$ cat src/common/lsu_pkg.sv
package lsu_pkg;

    // data path widths
    typedef logic [31:0] word_t;
    typedef logic [31:0] addr_t;
    typedef logic [3:0]  mask_t;

    // issue tag carried from operation to result
    localparam int TAG_W = 5;
    typedef logic [TAG_W-1:0] tag_t;

    // access width, same encoding as RV32I funct3
    typedef logic [2:0] memop_t;

    localparam memop_t MEMOP_B  = 3'b000;
    localparam memop_t MEMOP_H  = 3'b001;
    localparam memop_t MEMOP_W  = 3'b010;
    localparam memop_t MEMOP_BU = 3'b100;
    localparam memop_t MEMOP_HU = 3'b101;

    // store buffer size at the top level
    // small enough that a short burst of stores fills it
    localparam int SB_DEPTH = 4;

    typedef logic [$clog2(SB_DEPTH)-1:0] sb_idx_t;

    // load/store unit FSM
    typedef enum logic [1:0] {
        S_IDLE,
        S_LOAD_WAIT,
        S_DRAIN_WAIT,
        S_RESULT
    } lsu_state_e;

endpackage
$ cat src/rtl/lsu_top.sv
module lsu_top (
    input  logic             clk,
    input  logic             rst,

    input  logic             op_valid_i,
    input  logic             op_is_store_i,
    input  lsu_pkg::memop_t  op_memop_i,
    input  lsu_pkg::addr_t   op_base_i,
    input  lsu_pkg::word_t   op_imm_i,
    input  lsu_pkg::word_t   op_wdata_i,
    input  lsu_pkg::tag_t    op_tag_i,
    output logic             op_ready_o,

    output logic             res_valid_o,
    output lsu_pkg::tag_t    res_tag_o,
    output lsu_pkg::word_t   res_rdata_o,

    output logic             wb_cyc_o,
    output logic             wb_stb_o,
    output logic             wb_we_o,
    output lsu_pkg::addr_t   wb_adr_o,
    output lsu_pkg::mask_t   wb_sel_o,
    output lsu_pkg::word_t   wb_dat_o,
    input  lsu_pkg::word_t   wb_dat_i,
    input  logic             wb_ack_i
);

    mem_unit u_mem_unit (
        .clk           (clk),
        .rst           (rst),
        .op_valid_i    (op_valid_i),
        .op_is_store_i (op_is_store_i),
        .op_memop_i    (op_memop_i),
        .op_base_i     (op_base_i),
        .op_imm_i      (op_imm_i),
        .op_wdata_i    (op_wdata_i),
        .op_tag_i      (op_tag_i),
        .op_ready_o    (op_ready_o),
        .res_valid_o   (res_valid_o),
        .res_tag_o     (res_tag_o),
        .res_rdata_o   (res_rdata_o),
        .wb_cyc_o      (wb_cyc_o),
        .wb_stb_o      (wb_stb_o),
        .wb_we_o       (wb_we_o),
        .wb_adr_o      (wb_adr_o),
        .wb_sel_o      (wb_sel_o),
        .wb_dat_o      (wb_dat_o),
        .wb_dat_i      (wb_dat_i),
        .wb_ack_i      (wb_ack_i)
    );

endmodule

$ cat src/lsu/mem_unit.sv
module mem_unit (
    input  logic             clk,
    input  logic             rst,

    input  logic             op_valid_i,
    input  logic             op_is_store_i,
    input  lsu_pkg::memop_t  op_memop_i,
    input  lsu_pkg::addr_t   op_base_i,
    input  lsu_pkg::word_t   op_imm_i,
    input  lsu_pkg::word_t   op_wdata_i,
    input  lsu_pkg::tag_t    op_tag_i,
    output logic             op_ready_o,

    output logic             res_valid_o,
    output lsu_pkg::tag_t    res_tag_o,
    output lsu_pkg::word_t   res_rdata_o,

    output logic             wb_cyc_o,
    output logic             wb_stb_o,
    output logic             wb_we_o,
    output lsu_pkg::addr_t   wb_adr_o,
    output lsu_pkg::mask_t   wb_sel_o,
    output lsu_pkg::word_t   wb_dat_o,
    input  lsu_pkg::word_t   wb_dat_i,
    input  logic             wb_ack_i
);
    import lsu_pkg::*;

    lsu_state_e state_q;

    addr_t  agen_addr;
    addr_t  agen_word;
    addr_t  addr_q;
    addr_t  lookup_addr;
    memop_t memop_q;
    tag_t   tag_q;

    logic   op_fire;
    logic   store_fire;
    logic   load_fire;
    logic   fwd_full;
    logic   drain_start;

    logic   sb_enq;
    logic   sb_deq;
    logic   sb_full;
    logic   sb_empty;
    logic   sb_hit;
    addr_t  head_addr;
    word_t  head_wdata;
    mask_t  head_wmask;
    word_t  hit_wdata;
    mask_t  hit_wmask;

    logic [1:0] al_off;
    memop_t     al_memop;
    word_t      al_rdata;
    word_t      load_data;
    word_t      store_data;
    mask_t      lane_mask;
    word_t      merged_rdata;

    assign agen_addr = op_base_i + op_imm_i;
    assign agen_word = {agen_addr[31:2], 2'b00};

    // stores only need a free slot
    assign op_ready_o  = (state_q == S_IDLE) && (!op_is_store_i || !sb_full);
    assign op_fire     = op_valid_i && op_ready_o;
    assign store_fire  = op_fire && op_is_store_i;
    assign load_fire   = op_fire && !op_is_store_i;
    assign fwd_full    = sb_hit && (hit_wmask == 4'b1111);
    assign drain_start = (state_q == S_IDLE) && !sb_empty && !op_fire;

    assign sb_enq      = store_fire;
    assign sb_deq      = (state_q == S_DRAIN_WAIT) && wb_ack_i;
    // buffer contents stay fixed while a load waits on the bus
    assign lookup_addr = (state_q == S_IDLE) ? agen_word : {addr_q[31:2], 2'b00};

    assign res_valid_o = (state_q == S_RESULT);
    assign res_tag_o   = tag_q;

    store_ring_buffer #(
        .DEPTH         (SB_DEPTH)
    ) u_store_buf (
        .clk           (clk),
        .rst           (rst),
        .enq_i         (sb_enq),
        .enq_addr_i    (agen_word),
        .enq_wdata_i   (store_data),
        .enq_wmask_i   (lane_mask),
        .deq_i         (sb_deq),
        .head_addr_o   (head_addr),
        .head_wdata_o  (head_wdata),
        .head_wmask_o  (head_wmask),
        .full_o        (sb_full),
        .empty_o       (sb_empty),
        .lookup_addr_i (lookup_addr),
        .hit_o         (sb_hit),
        .hit_wdata_o   (hit_wdata),
        .hit_wmask_o   (hit_wmask)
    );

    // buffered lanes override bus data
    always_comb begin
        for (int j = 0; j < 4; j++) begin
            if (sb_hit && hit_wmask[j]) begin
                merged_rdata[8*j +: 8] = hit_wdata[8*j +: 8];
            end else begin
                merged_rdata[8*j +: 8] = wb_dat_i[8*j +: 8];
            end
        end
    end

    // idle aligns the incoming op, otherwise the one in flight
    always_comb begin
        if (state_q == S_IDLE) begin
            al_off   = agen_addr[1:0];
            al_memop = op_memop_i;
            al_rdata = hit_wdata;
        end else begin
            al_off   = addr_q[1:0];
            al_memop = memop_q;
            al_rdata = merged_rdata;
        end
    end

    load_align u_align (
        .byte_off_i (al_off),
        .memop_i    (al_memop),
        .rdata_i    (al_rdata),
        .sdata_i    (op_wdata_i),
        .rdata_o    (load_data),
        .sdata_o    (store_data),
        .mask_o     (lane_mask)
    );

    always_ff @(posedge clk) begin
        if (rst) begin
            state_q  <= S_IDLE;
            wb_cyc_o <= 1'b0;
            wb_stb_o <= 1'b0;
            wb_we_o  <= 1'b0;
        end else begin
            case (state_q)
                S_IDLE: begin
                    if (store_fire || (load_fire && fwd_full)) begin
                        state_q <= S_RESULT;
                    end else if (load_fire) begin
                        state_q  <= S_LOAD_WAIT;
                        wb_cyc_o <= 1'b1;
                        wb_stb_o <= 1'b1;
                        wb_we_o  <= 1'b0;
                    end else if (drain_start) begin
                        state_q  <= S_DRAIN_WAIT;
                        wb_cyc_o <= 1'b1;
                        wb_stb_o <= 1'b1;
                        wb_we_o  <= 1'b1;
                    end
                end
                S_LOAD_WAIT: begin
                    if (wb_ack_i) begin
                        state_q  <= S_RESULT;
                        wb_cyc_o <= 1'b0;
                        wb_stb_o <= 1'b0;
                    end
                end
                S_DRAIN_WAIT: begin
                    if (wb_ack_i) begin
                        state_q  <= S_IDLE;
                        wb_cyc_o <= 1'b0;
                        wb_stb_o <= 1'b0;
                        wb_we_o  <= 1'b0;
                    end
                end
                S_RESULT: state_q <= S_IDLE;
                default:  state_q <= S_IDLE;
            endcase
        end
    end

    // accepted op, result word and bus payload
    always_ff @(posedge clk) begin
        if (op_fire) begin
            addr_q  <= agen_addr;
            memop_q <= op_memop_i;
            tag_q   <= op_tag_i;
        end

        if (store_fire) begin
            res_rdata_o <= '0;
        end else if ((load_fire && fwd_full) || (state_q == S_LOAD_WAIT && wb_ack_i)) begin
            res_rdata_o <= load_data;
        end

        if (load_fire) begin
            wb_adr_o <= agen_word;
            wb_sel_o <= lane_mask;
            wb_dat_o <= '0;
        end else if (drain_start) begin
            wb_adr_o <= head_addr;
            wb_sel_o <= head_wmask;
            wb_dat_o <= head_wdata;
        end
    end

endmodule

$ cat src/lsu/load_align.sv
module load_align (
    input  logic [1:0]      byte_off_i,
    input  lsu_pkg::memop_t memop_i,
    input  lsu_pkg::word_t  rdata_i,
    input  lsu_pkg::word_t  sdata_i,
    output lsu_pkg::word_t  rdata_o,
    output lsu_pkg::word_t  sdata_o,
    output lsu_pkg::mask_t  mask_o
);
    import lsu_pkg::*;

    word_t rshift;
    mask_t lane_mask;

    // addressed byte or half brought down to lane 0
    assign rshift = rdata_i >> {byte_off_i, 3'b000};

    always_comb begin
        case (memop_i)
            MEMOP_B:  rdata_o = {{24{rshift[7]}}, rshift[7:0]};
            MEMOP_BU: rdata_o = {24'h000000, rshift[7:0]};
            MEMOP_H:  rdata_o = {{16{rshift[15]}}, rshift[15:0]};
            MEMOP_HU: rdata_o = {16'h0000, rshift[15:0]};
            // word accesses are always aligned
            default:  rdata_o = rdata_i;
        endcase
    end

    // lanes touched before the offset is applied
    always_comb begin
        case (memop_i)
            MEMOP_B,
            MEMOP_BU: lane_mask = 4'b0001;
            MEMOP_H,
            MEMOP_HU: lane_mask = 4'b0011;
            default:  lane_mask = 4'b1111;
        endcase
    end

    assign mask_o  = lane_mask << byte_off_i;

    // store data moved up into its lanes
    assign sdata_o = sdata_i << {byte_off_i, 3'b000};

endmodule

$ cat src/lsu/store_ring_buffer.sv
module store_ring_buffer #(
    parameter int DEPTH = lsu_pkg::SB_DEPTH
) (
    input  logic            clk,
    input  logic            rst,

    input  logic            enq_i,
    input  lsu_pkg::addr_t  enq_addr_i,
    input  lsu_pkg::word_t  enq_wdata_i,
    input  lsu_pkg::mask_t  enq_wmask_i,

    input  logic            deq_i,
    output lsu_pkg::addr_t  head_addr_o,
    output lsu_pkg::word_t  head_wdata_o,
    output lsu_pkg::mask_t  head_wmask_o,

    output logic            full_o,
    output logic            empty_o,

    input  lsu_pkg::addr_t  lookup_addr_i,
    output logic            hit_o,
    output lsu_pkg::word_t  hit_wdata_o,
    output lsu_pkg::mask_t  hit_wmask_o
);
    import lsu_pkg::*;

    localparam int PTR_W = $clog2(DEPTH);
    localparam int CNT_W = $clog2(DEPTH + 1);

    addr_t            addr_q  [DEPTH];
    word_t            wdata_q [DEPTH];
    mask_t            wmask_q [DEPTH];
    logic [DEPTH-1:0] valid_q;

    logic [PTR_W-1:0] head_q;
    logic [PTR_W-1:0] tail_q;
    logic [CNT_W-1:0] count_q;

    assign full_o  = (count_q == CNT_W'(DEPTH));
    assign empty_o = (count_q == '0);

    assign head_addr_o  = addr_q[head_q];
    assign head_wdata_o = wdata_q[head_q];
    assign head_wmask_o = wmask_q[head_q];

    // pointers, occupancy and slot valid bits
    always_ff @(posedge clk) begin
        if (rst) begin
            head_q  <= '0;
            tail_q  <= '0;
            count_q <= '0;
            valid_q <= '0;
        end else begin
            if (enq_i) begin
                valid_q[tail_q] <= 1'b1;
                tail_q          <= tail_q + 1'b1;
            end
            if (deq_i) begin
                valid_q[head_q] <= 1'b0;
                head_q          <= head_q + 1'b1;
            end
            case ({enq_i, deq_i})
                2'b10:   count_q <= count_q + 1'b1;
                2'b01:   count_q <= count_q - 1'b1;
                default: count_q <= count_q;
            endcase
        end
    end

    // entry payload
    always_ff @(posedge clk) begin
        if (enq_i) begin
            addr_q[tail_q]  <= enq_addr_i;
            wdata_q[tail_q] <= enq_wdata_i;
            wmask_q[tail_q] <= enq_wmask_i;
        end
    end

    // walk oldest to youngest, later matches overwrite their lanes
    always_comb begin
        logic [PTR_W-1:0] idx;

        idx         = head_q;
        hit_o       = 1'b0;
        hit_wdata_o = '0;
        hit_wmask_o = '0;
        for (int k = 0; k < DEPTH; k++) begin
            idx = head_q + PTR_W'(k);
            if (valid_q[idx] && (addr_q[idx][31:2] == lookup_addr_i[31:2])) begin
                hit_o = 1'b1;
                for (int j = 0; j < 4; j++) begin
                    if (wmask_q[idx][j]) begin
                        hit_wdata_o[8*j +: 8] = wdata_q[idx][8*j +: 8];
                        hit_wmask_o[j]        = 1'b1;
                    end
                end
            end
        end
    end

endmodule

$ cat config.mk
export PLATFORM = sky130hd
export DESIGN_NAME = lsu_top
export DESIGN_NICKNAME = d
export VERILOG_FILES = /design/src/common/lsu_pkg.sv /design/src/rtl/lsu_top.sv /design/src/lsu/mem_unit.sv /design/src/lsu/load_align.sv /design/src/lsu/store_ring_buffer.sv
export SDC_FILE = /design/constraint.sdc
export NUM_CORES = 1
export LEC_CHECK = 0
export BUFFER_PORTS_ARGS = -buffer_cell sky130_fd_sc_hd__buf_2
export CORE_MARGIN = 4
export CORE_UTILIZATION = 35
export CTS_BUF_LIST = sky130_fd_sc_hd__clkbuf_4 sky130_fd_sc_hd__clkbuf_8
export CTS_CLUSTER_DIAMETER = 30
export CTS_CLUSTER_SIZE = 24
export DETAILED_ROUTE_END_ITERATION = 16
export GPL_TIMING_DRIVEN = 0
export PLACE_DENSITY = 0.49
export SLEW_MARGIN = 10
export SYNTH_ARGS = -nofsm -noshare
export SYNTH_HDL_FRONTEND = slang
export SYNTH_SLANG_ARGS = --single-unit
export TNS_END_PERCENT = 20
$ cat constraint.sdc
create_clock -name clk -period 14.9 [get_ports clk]
set_clock_uncertainty 0.05 [all_clocks]
set_input_delay 3.725 -clock clk [delete_from_list [all_inputs] [get_ports clk]]
set_output_delay 3.725 -clock clk [all_outputs]
set_load 0.005 [all_outputs]
==> flow_summary.ini <==
[synth]
synth_ff_type = edfxtp_1
synth_compound_area_share_pct = 14.8
syn_area_mm2 = 0.0315
synthMuxAreaShare_pct = 21.5
ys_types = 101
async_flop_share_pct = 0
synth_area_per_cell_um2 = 10.8
netlist_instances = 2927
synth_top_family_by_area = multiplexers
synth_xor_xnor_area_share_pct = 5.14
ys_seq_area_share_pct = 37.4
synth_fa_ha_area_share_pct = 1.88
ys_ff_latch = 419
synth-edff-count = 338
synth-simple-area-share_pct = 16.0
yosysWarnings = 0

[worst_setup_path]
cp.required_ns = 15.57
path_max_fanout = 10
cp.arrival_ns = 14.22
worstReg2RegStart = u_mem_unit.u_store_buf.head_q[1]
reg2regPathDepth = 24
timing.reg2reg.setup_slack_ns = 1.34
crit_path_start_kind = flip-flop
crit_path_end_kind = flip-flop
worstSetupPathType = flip-flop to flip-flop
r2r-end = u_mem_unit.res_rdata_o[7]

[sta]
period_share_pct = 91.0
fin_setup_tns_ns = 0
maxClockFrequency_mhz = 73.8
rsz0062_at_grt = no
finalHoldViolCount = 0
setup_violations = 0
slew-limit-headroom_pct = 5.48
timing.final.max_slew_violations = 0
whs_ns = 0.404
tightestPinTransition_ns = 1.42
finalCriticalPeriod_ns = 13.56

[pwr]
p_int_uw = 3690
p_clk_share_pct = 22.3
power-per-cell-area_mw_per_mm2 = 199
power_uw = 7320
power_leakage_uw = 0.0125
switching_share_pct = 49.6
switchingPower_uw = 3630
p_comb_share_pct = 54.5
p_seq_share_pct = 23.2
irDropWorstVdd_v = 0.0000904

[worst_hold_path]
hold-path-endpoint = u_mem_unit.wb_dat_o[4]
holdCritStartpoint = u_mem_unit.wb_dat_o[4]
hp-class = flip-flop to flip-flop
whs_path_depth = 2

[layout]
fin_nets = 3476
post_route_cells_drive_above_1_share_pct = 25.9
syn_to_final_growth_pct = 17.1

[floorplan]
core_area_mm2 = 0.0888
die_w_um = 308
pin_count = 251
rows = 109
die_y_um = 308
start_util_pct = 35.4
die_area_mm2 = 0.0948

[global_route]
grt_max_degree = 38
grt_usage_pct = 37.1
grt_pass1_vias = 29433
grt_antenna_before_repair = 14
grt_pass1_wl_um = 242000
grt_overflow = 0

[cts]
cts_num_sinks = 419
ctsHtreeMaxLevel = 3
worstSkewPairLatency_ns = 0.81
clk_pin_slew_ns = 0.06
cts_buffers = 102
cts_hold_buf = 0
clockBufferDepth = 3
postCtsSetupBuffers = 0
root_buffer = clkbuf_8
ctsResizeCount = 0
cts_tree = yes

[drt]
wl_um = 179000
drt_iter0_drc = 3821
first_pass_iters = 6
drtAntennaViolNets = 0
vias = 29887
drc_errors = 0
viasPerCell = 6.57
wl_per_cell_um = 39.5

[placement]
gp_congestion = 1.07
numPortBuffers = 247
dpl.hpwl_um = 145000

[flow_run]
maxCapViolCount = 0

[status]
status = finished clean
-- cell type report --
cell class / count / area, µm²
fillers: 8610 / 51900
multi-input cells: 2261 / 18700
flip-flops and latches: 419 / 11800
clock buffers: 115 / 1530
well taps: 1165 / 1460
repair buffers: 257 / 1420
clock inverters: 76 / 887
plain buffers: 198 / 882
inverters: 50 / 190
diodes: 5 / 12.5
-- worst max path at each step --
stage	startpoint	endpoint	slack [ns]	depth (start not counted)
finish	u_mem_unit.u_store_buf.head_q[1]	u_mem_unit.res_rdata_o[7]	1.34	24
global route	u_mem_unit.u_store_buf.head_q[1]	u_mem_unit.res_rdata_o[7]	1.10	24
CTS	u_mem_unit.u_store_buf.head_q[1]	u_mem_unit.res_rdata_o[7]	1.48	24
detailed placement	u_mem_unit.u_store_buf.head_q[1]	u_mem_unit.res_rdata_o[7]	1.53	24
global placement	u_mem_unit.u_store_buf.head_q[1]	u_mem_unit.res_rdata_o[7]	1.13	24
floorplan	op_base_i[0]	u_mem_unit.res_rdata_o[21]	5.77	21
-- flip-flops by register name, summed over array words and instances (netlist names), 2 cells and up, named ones only --
signal and flops:
u_mem_unit.addr_q 32, u_mem_unit.memop_q 3, u_mem_unit.res_rdata_o 32, u_mem_unit.res_tag_o 5, u_mem_unit.state_q 2, u_mem_unit.u_store_buf.addr_q 120, u_mem_unit.u_store_buf.count_q 3, u_mem_unit.u_store_buf.head_q 2
u_mem_unit.u_store_buf.tail_q 2, u_mem_unit.u_store_buf.valid_q 4, u_mem_unit.u_store_buf.wdata_q 128, u_mem_unit.u_store_buf.wmask_q 16, u_mem_unit.wb_adr_o 30, u_mem_unit.wb_dat_o 32, u_mem_unit.wb_sel_o 4
-- worst max-delay path, stage by stage, from the launching register on --
cell and delay, ns:
dfxtp_1 0.59, buf_2 0.43, buf_2 0.62, buf_1 0.97, clkbuf_1 0.73, buf_1 0.72
buf_1 0.79, inv_1 0.16, ha_1 0.32, buf_2 0.17, buf_2 0.40, buf_2 0.41
buf_2 0.55, mux4_2 0.65, xnor2_1 0.80, o21ai_0 0.56, or3_1 0.54, a2111oi_0 0.59
nand4_1 0.43, nor2_1 0.87, o32ai_1 0.46, o31ai_4 0.50, clkbuf_1 0.40, o311ai_0 0.46
a21oi_1 0.23
-- cell usage after synthesis (all sizes together) (13+ instances only) --
| cell | count | area [µm²] |
|---|---|---|
| mux2 | 28 | 315 |
| xor2 | 53 | 472 |
| and4 | 17 | 149 |
| o21ai | 159 | 803 |
| nor4b | 13 | 114 |
| ha | 44 | 551 |
| or3 | 27 | 169 |
| a311oi | 14 | 123 |
| o22ai | 22 | 150 |
| mux2i | 63 | 631 |
| nand3 | 89 | 445 |
| inv | 48 | 180 |
| buf | 94 | 483 |
| nand4 | 42 | 263 |
| o211ai | 40 | 300 |
| or4 | 16 | 124 |
| a2111oi | 21 | 204 |
| nand2b | 33 | 206 |
| mux4 | 258 | 5810 |
| and3 | 46 | 288 |
| a21o | 28 | 210 |
| dfxtp | 81 | 1620 |
| nor2b | 13 | 81.3 |
| nor4 | 38 | 259 |
| or2 | 15 | 93.8 |
| o2111ai | 15 | 131 |
| nor3 | 73 | 370 |
| edfxtp | 338 | 10100 |
| nor2 | 167 | 634 |
| and2 | 25 | 156 |
| o21a | 14 | 105 |
| a21oi | 157 | 861 |
| xnor2 | 118 | 1030 |
| nand2 | 362 | 1360 |
| a211oi | 41 | 335 |
| a31oi | 21 | 131 |
| clkbuf | 104 | 390 |
-- cell usage in the layout (no fill, tap or decap), types with 37 or more instances in the layout --
cell type | synthesis | routed
mux4_2 | 258 | 258
nand4_1 | 42 | 42
mux2i_1 | 63 | 63
clkbuf_1 | 104 | 101
ha_1 | 44 | 44
nand2_1 | 362 | 362
clkbuf_8 | 0 | 107
xnor2_1 | 118 | 118
buf_2 | 50 | 300
a211oi_1 | 37 | 37
nor3_1 | 72 | 70
o21ai_0 | 147 | 144
nand3_1 | 89 | 89
and3_1 | 46 | 46
xor2_1 | 52 | 52
nor2_1 | 166 | 165
dfxtp_1 | 81 | 81
a21oi_1 | 141 | 140
inv_1 | 47 | 45
o211ai_1 | 40 | 40
edfxtp_1 | 338 | 338
-- per-layer routing --
layer / wire length [µm] / global-route usage (%)
met1: 65900 / 44.2
met2: 85100 / 61.8
met3: 14600 / 7.47
met4: 13800 / 23.0
met5: 29 / 0
-- power by group through the flow --
| stage | combinational (µW) | clock (µW) | sequential [µW] |
|---|---|---|---|
| after CTS | 3890 | 1650 | 1700 |
| final | 3990 | 1630 | 1700 |
| after global placement | 3850 | 0 | 1730 |
| after detailed placement | 3870 | 0 | 1720 |
| after global routing | 4100 | 1710 | 1720 |
| after floorplan | 2060 | 0 | 1690 |
-- per-stage QoR --
| stage | cell area [µm²] | instances | util, % | setup slack, ns |
|---|---|---|---|---|
| after floorplan | 31500 | 2928 | - | 5.77 |
| after global placement | 34200 | 4340 | 38.5 | 1.13 |
| after detailed placement | 34400 | 4350 | 38.7 | 1.53 |
| after CTS | 36800 | 4541 | 41.5 | 1.48 |
| after global routing | 36800 | 4544 | 41.5 | 1.10 |
| final | 36800 | 4546 | 41.5 | 1.34 |
-- cell families after synthesis --
| family | after synthesis |
|---|---|
| AO/OA/AOI/OAI | 675 |
| other | 1 |
| AND/OR/NAND/NOR | 1013 |
| XOR/XNOR | 176 |
| multiplexers | 349 |
| flip-flops | 419 |
| buffers and inverters | 248 |
| adder cells (fa/ha/maj) | 46 |
Note: power is estimated with default switching activity, not from simulation.
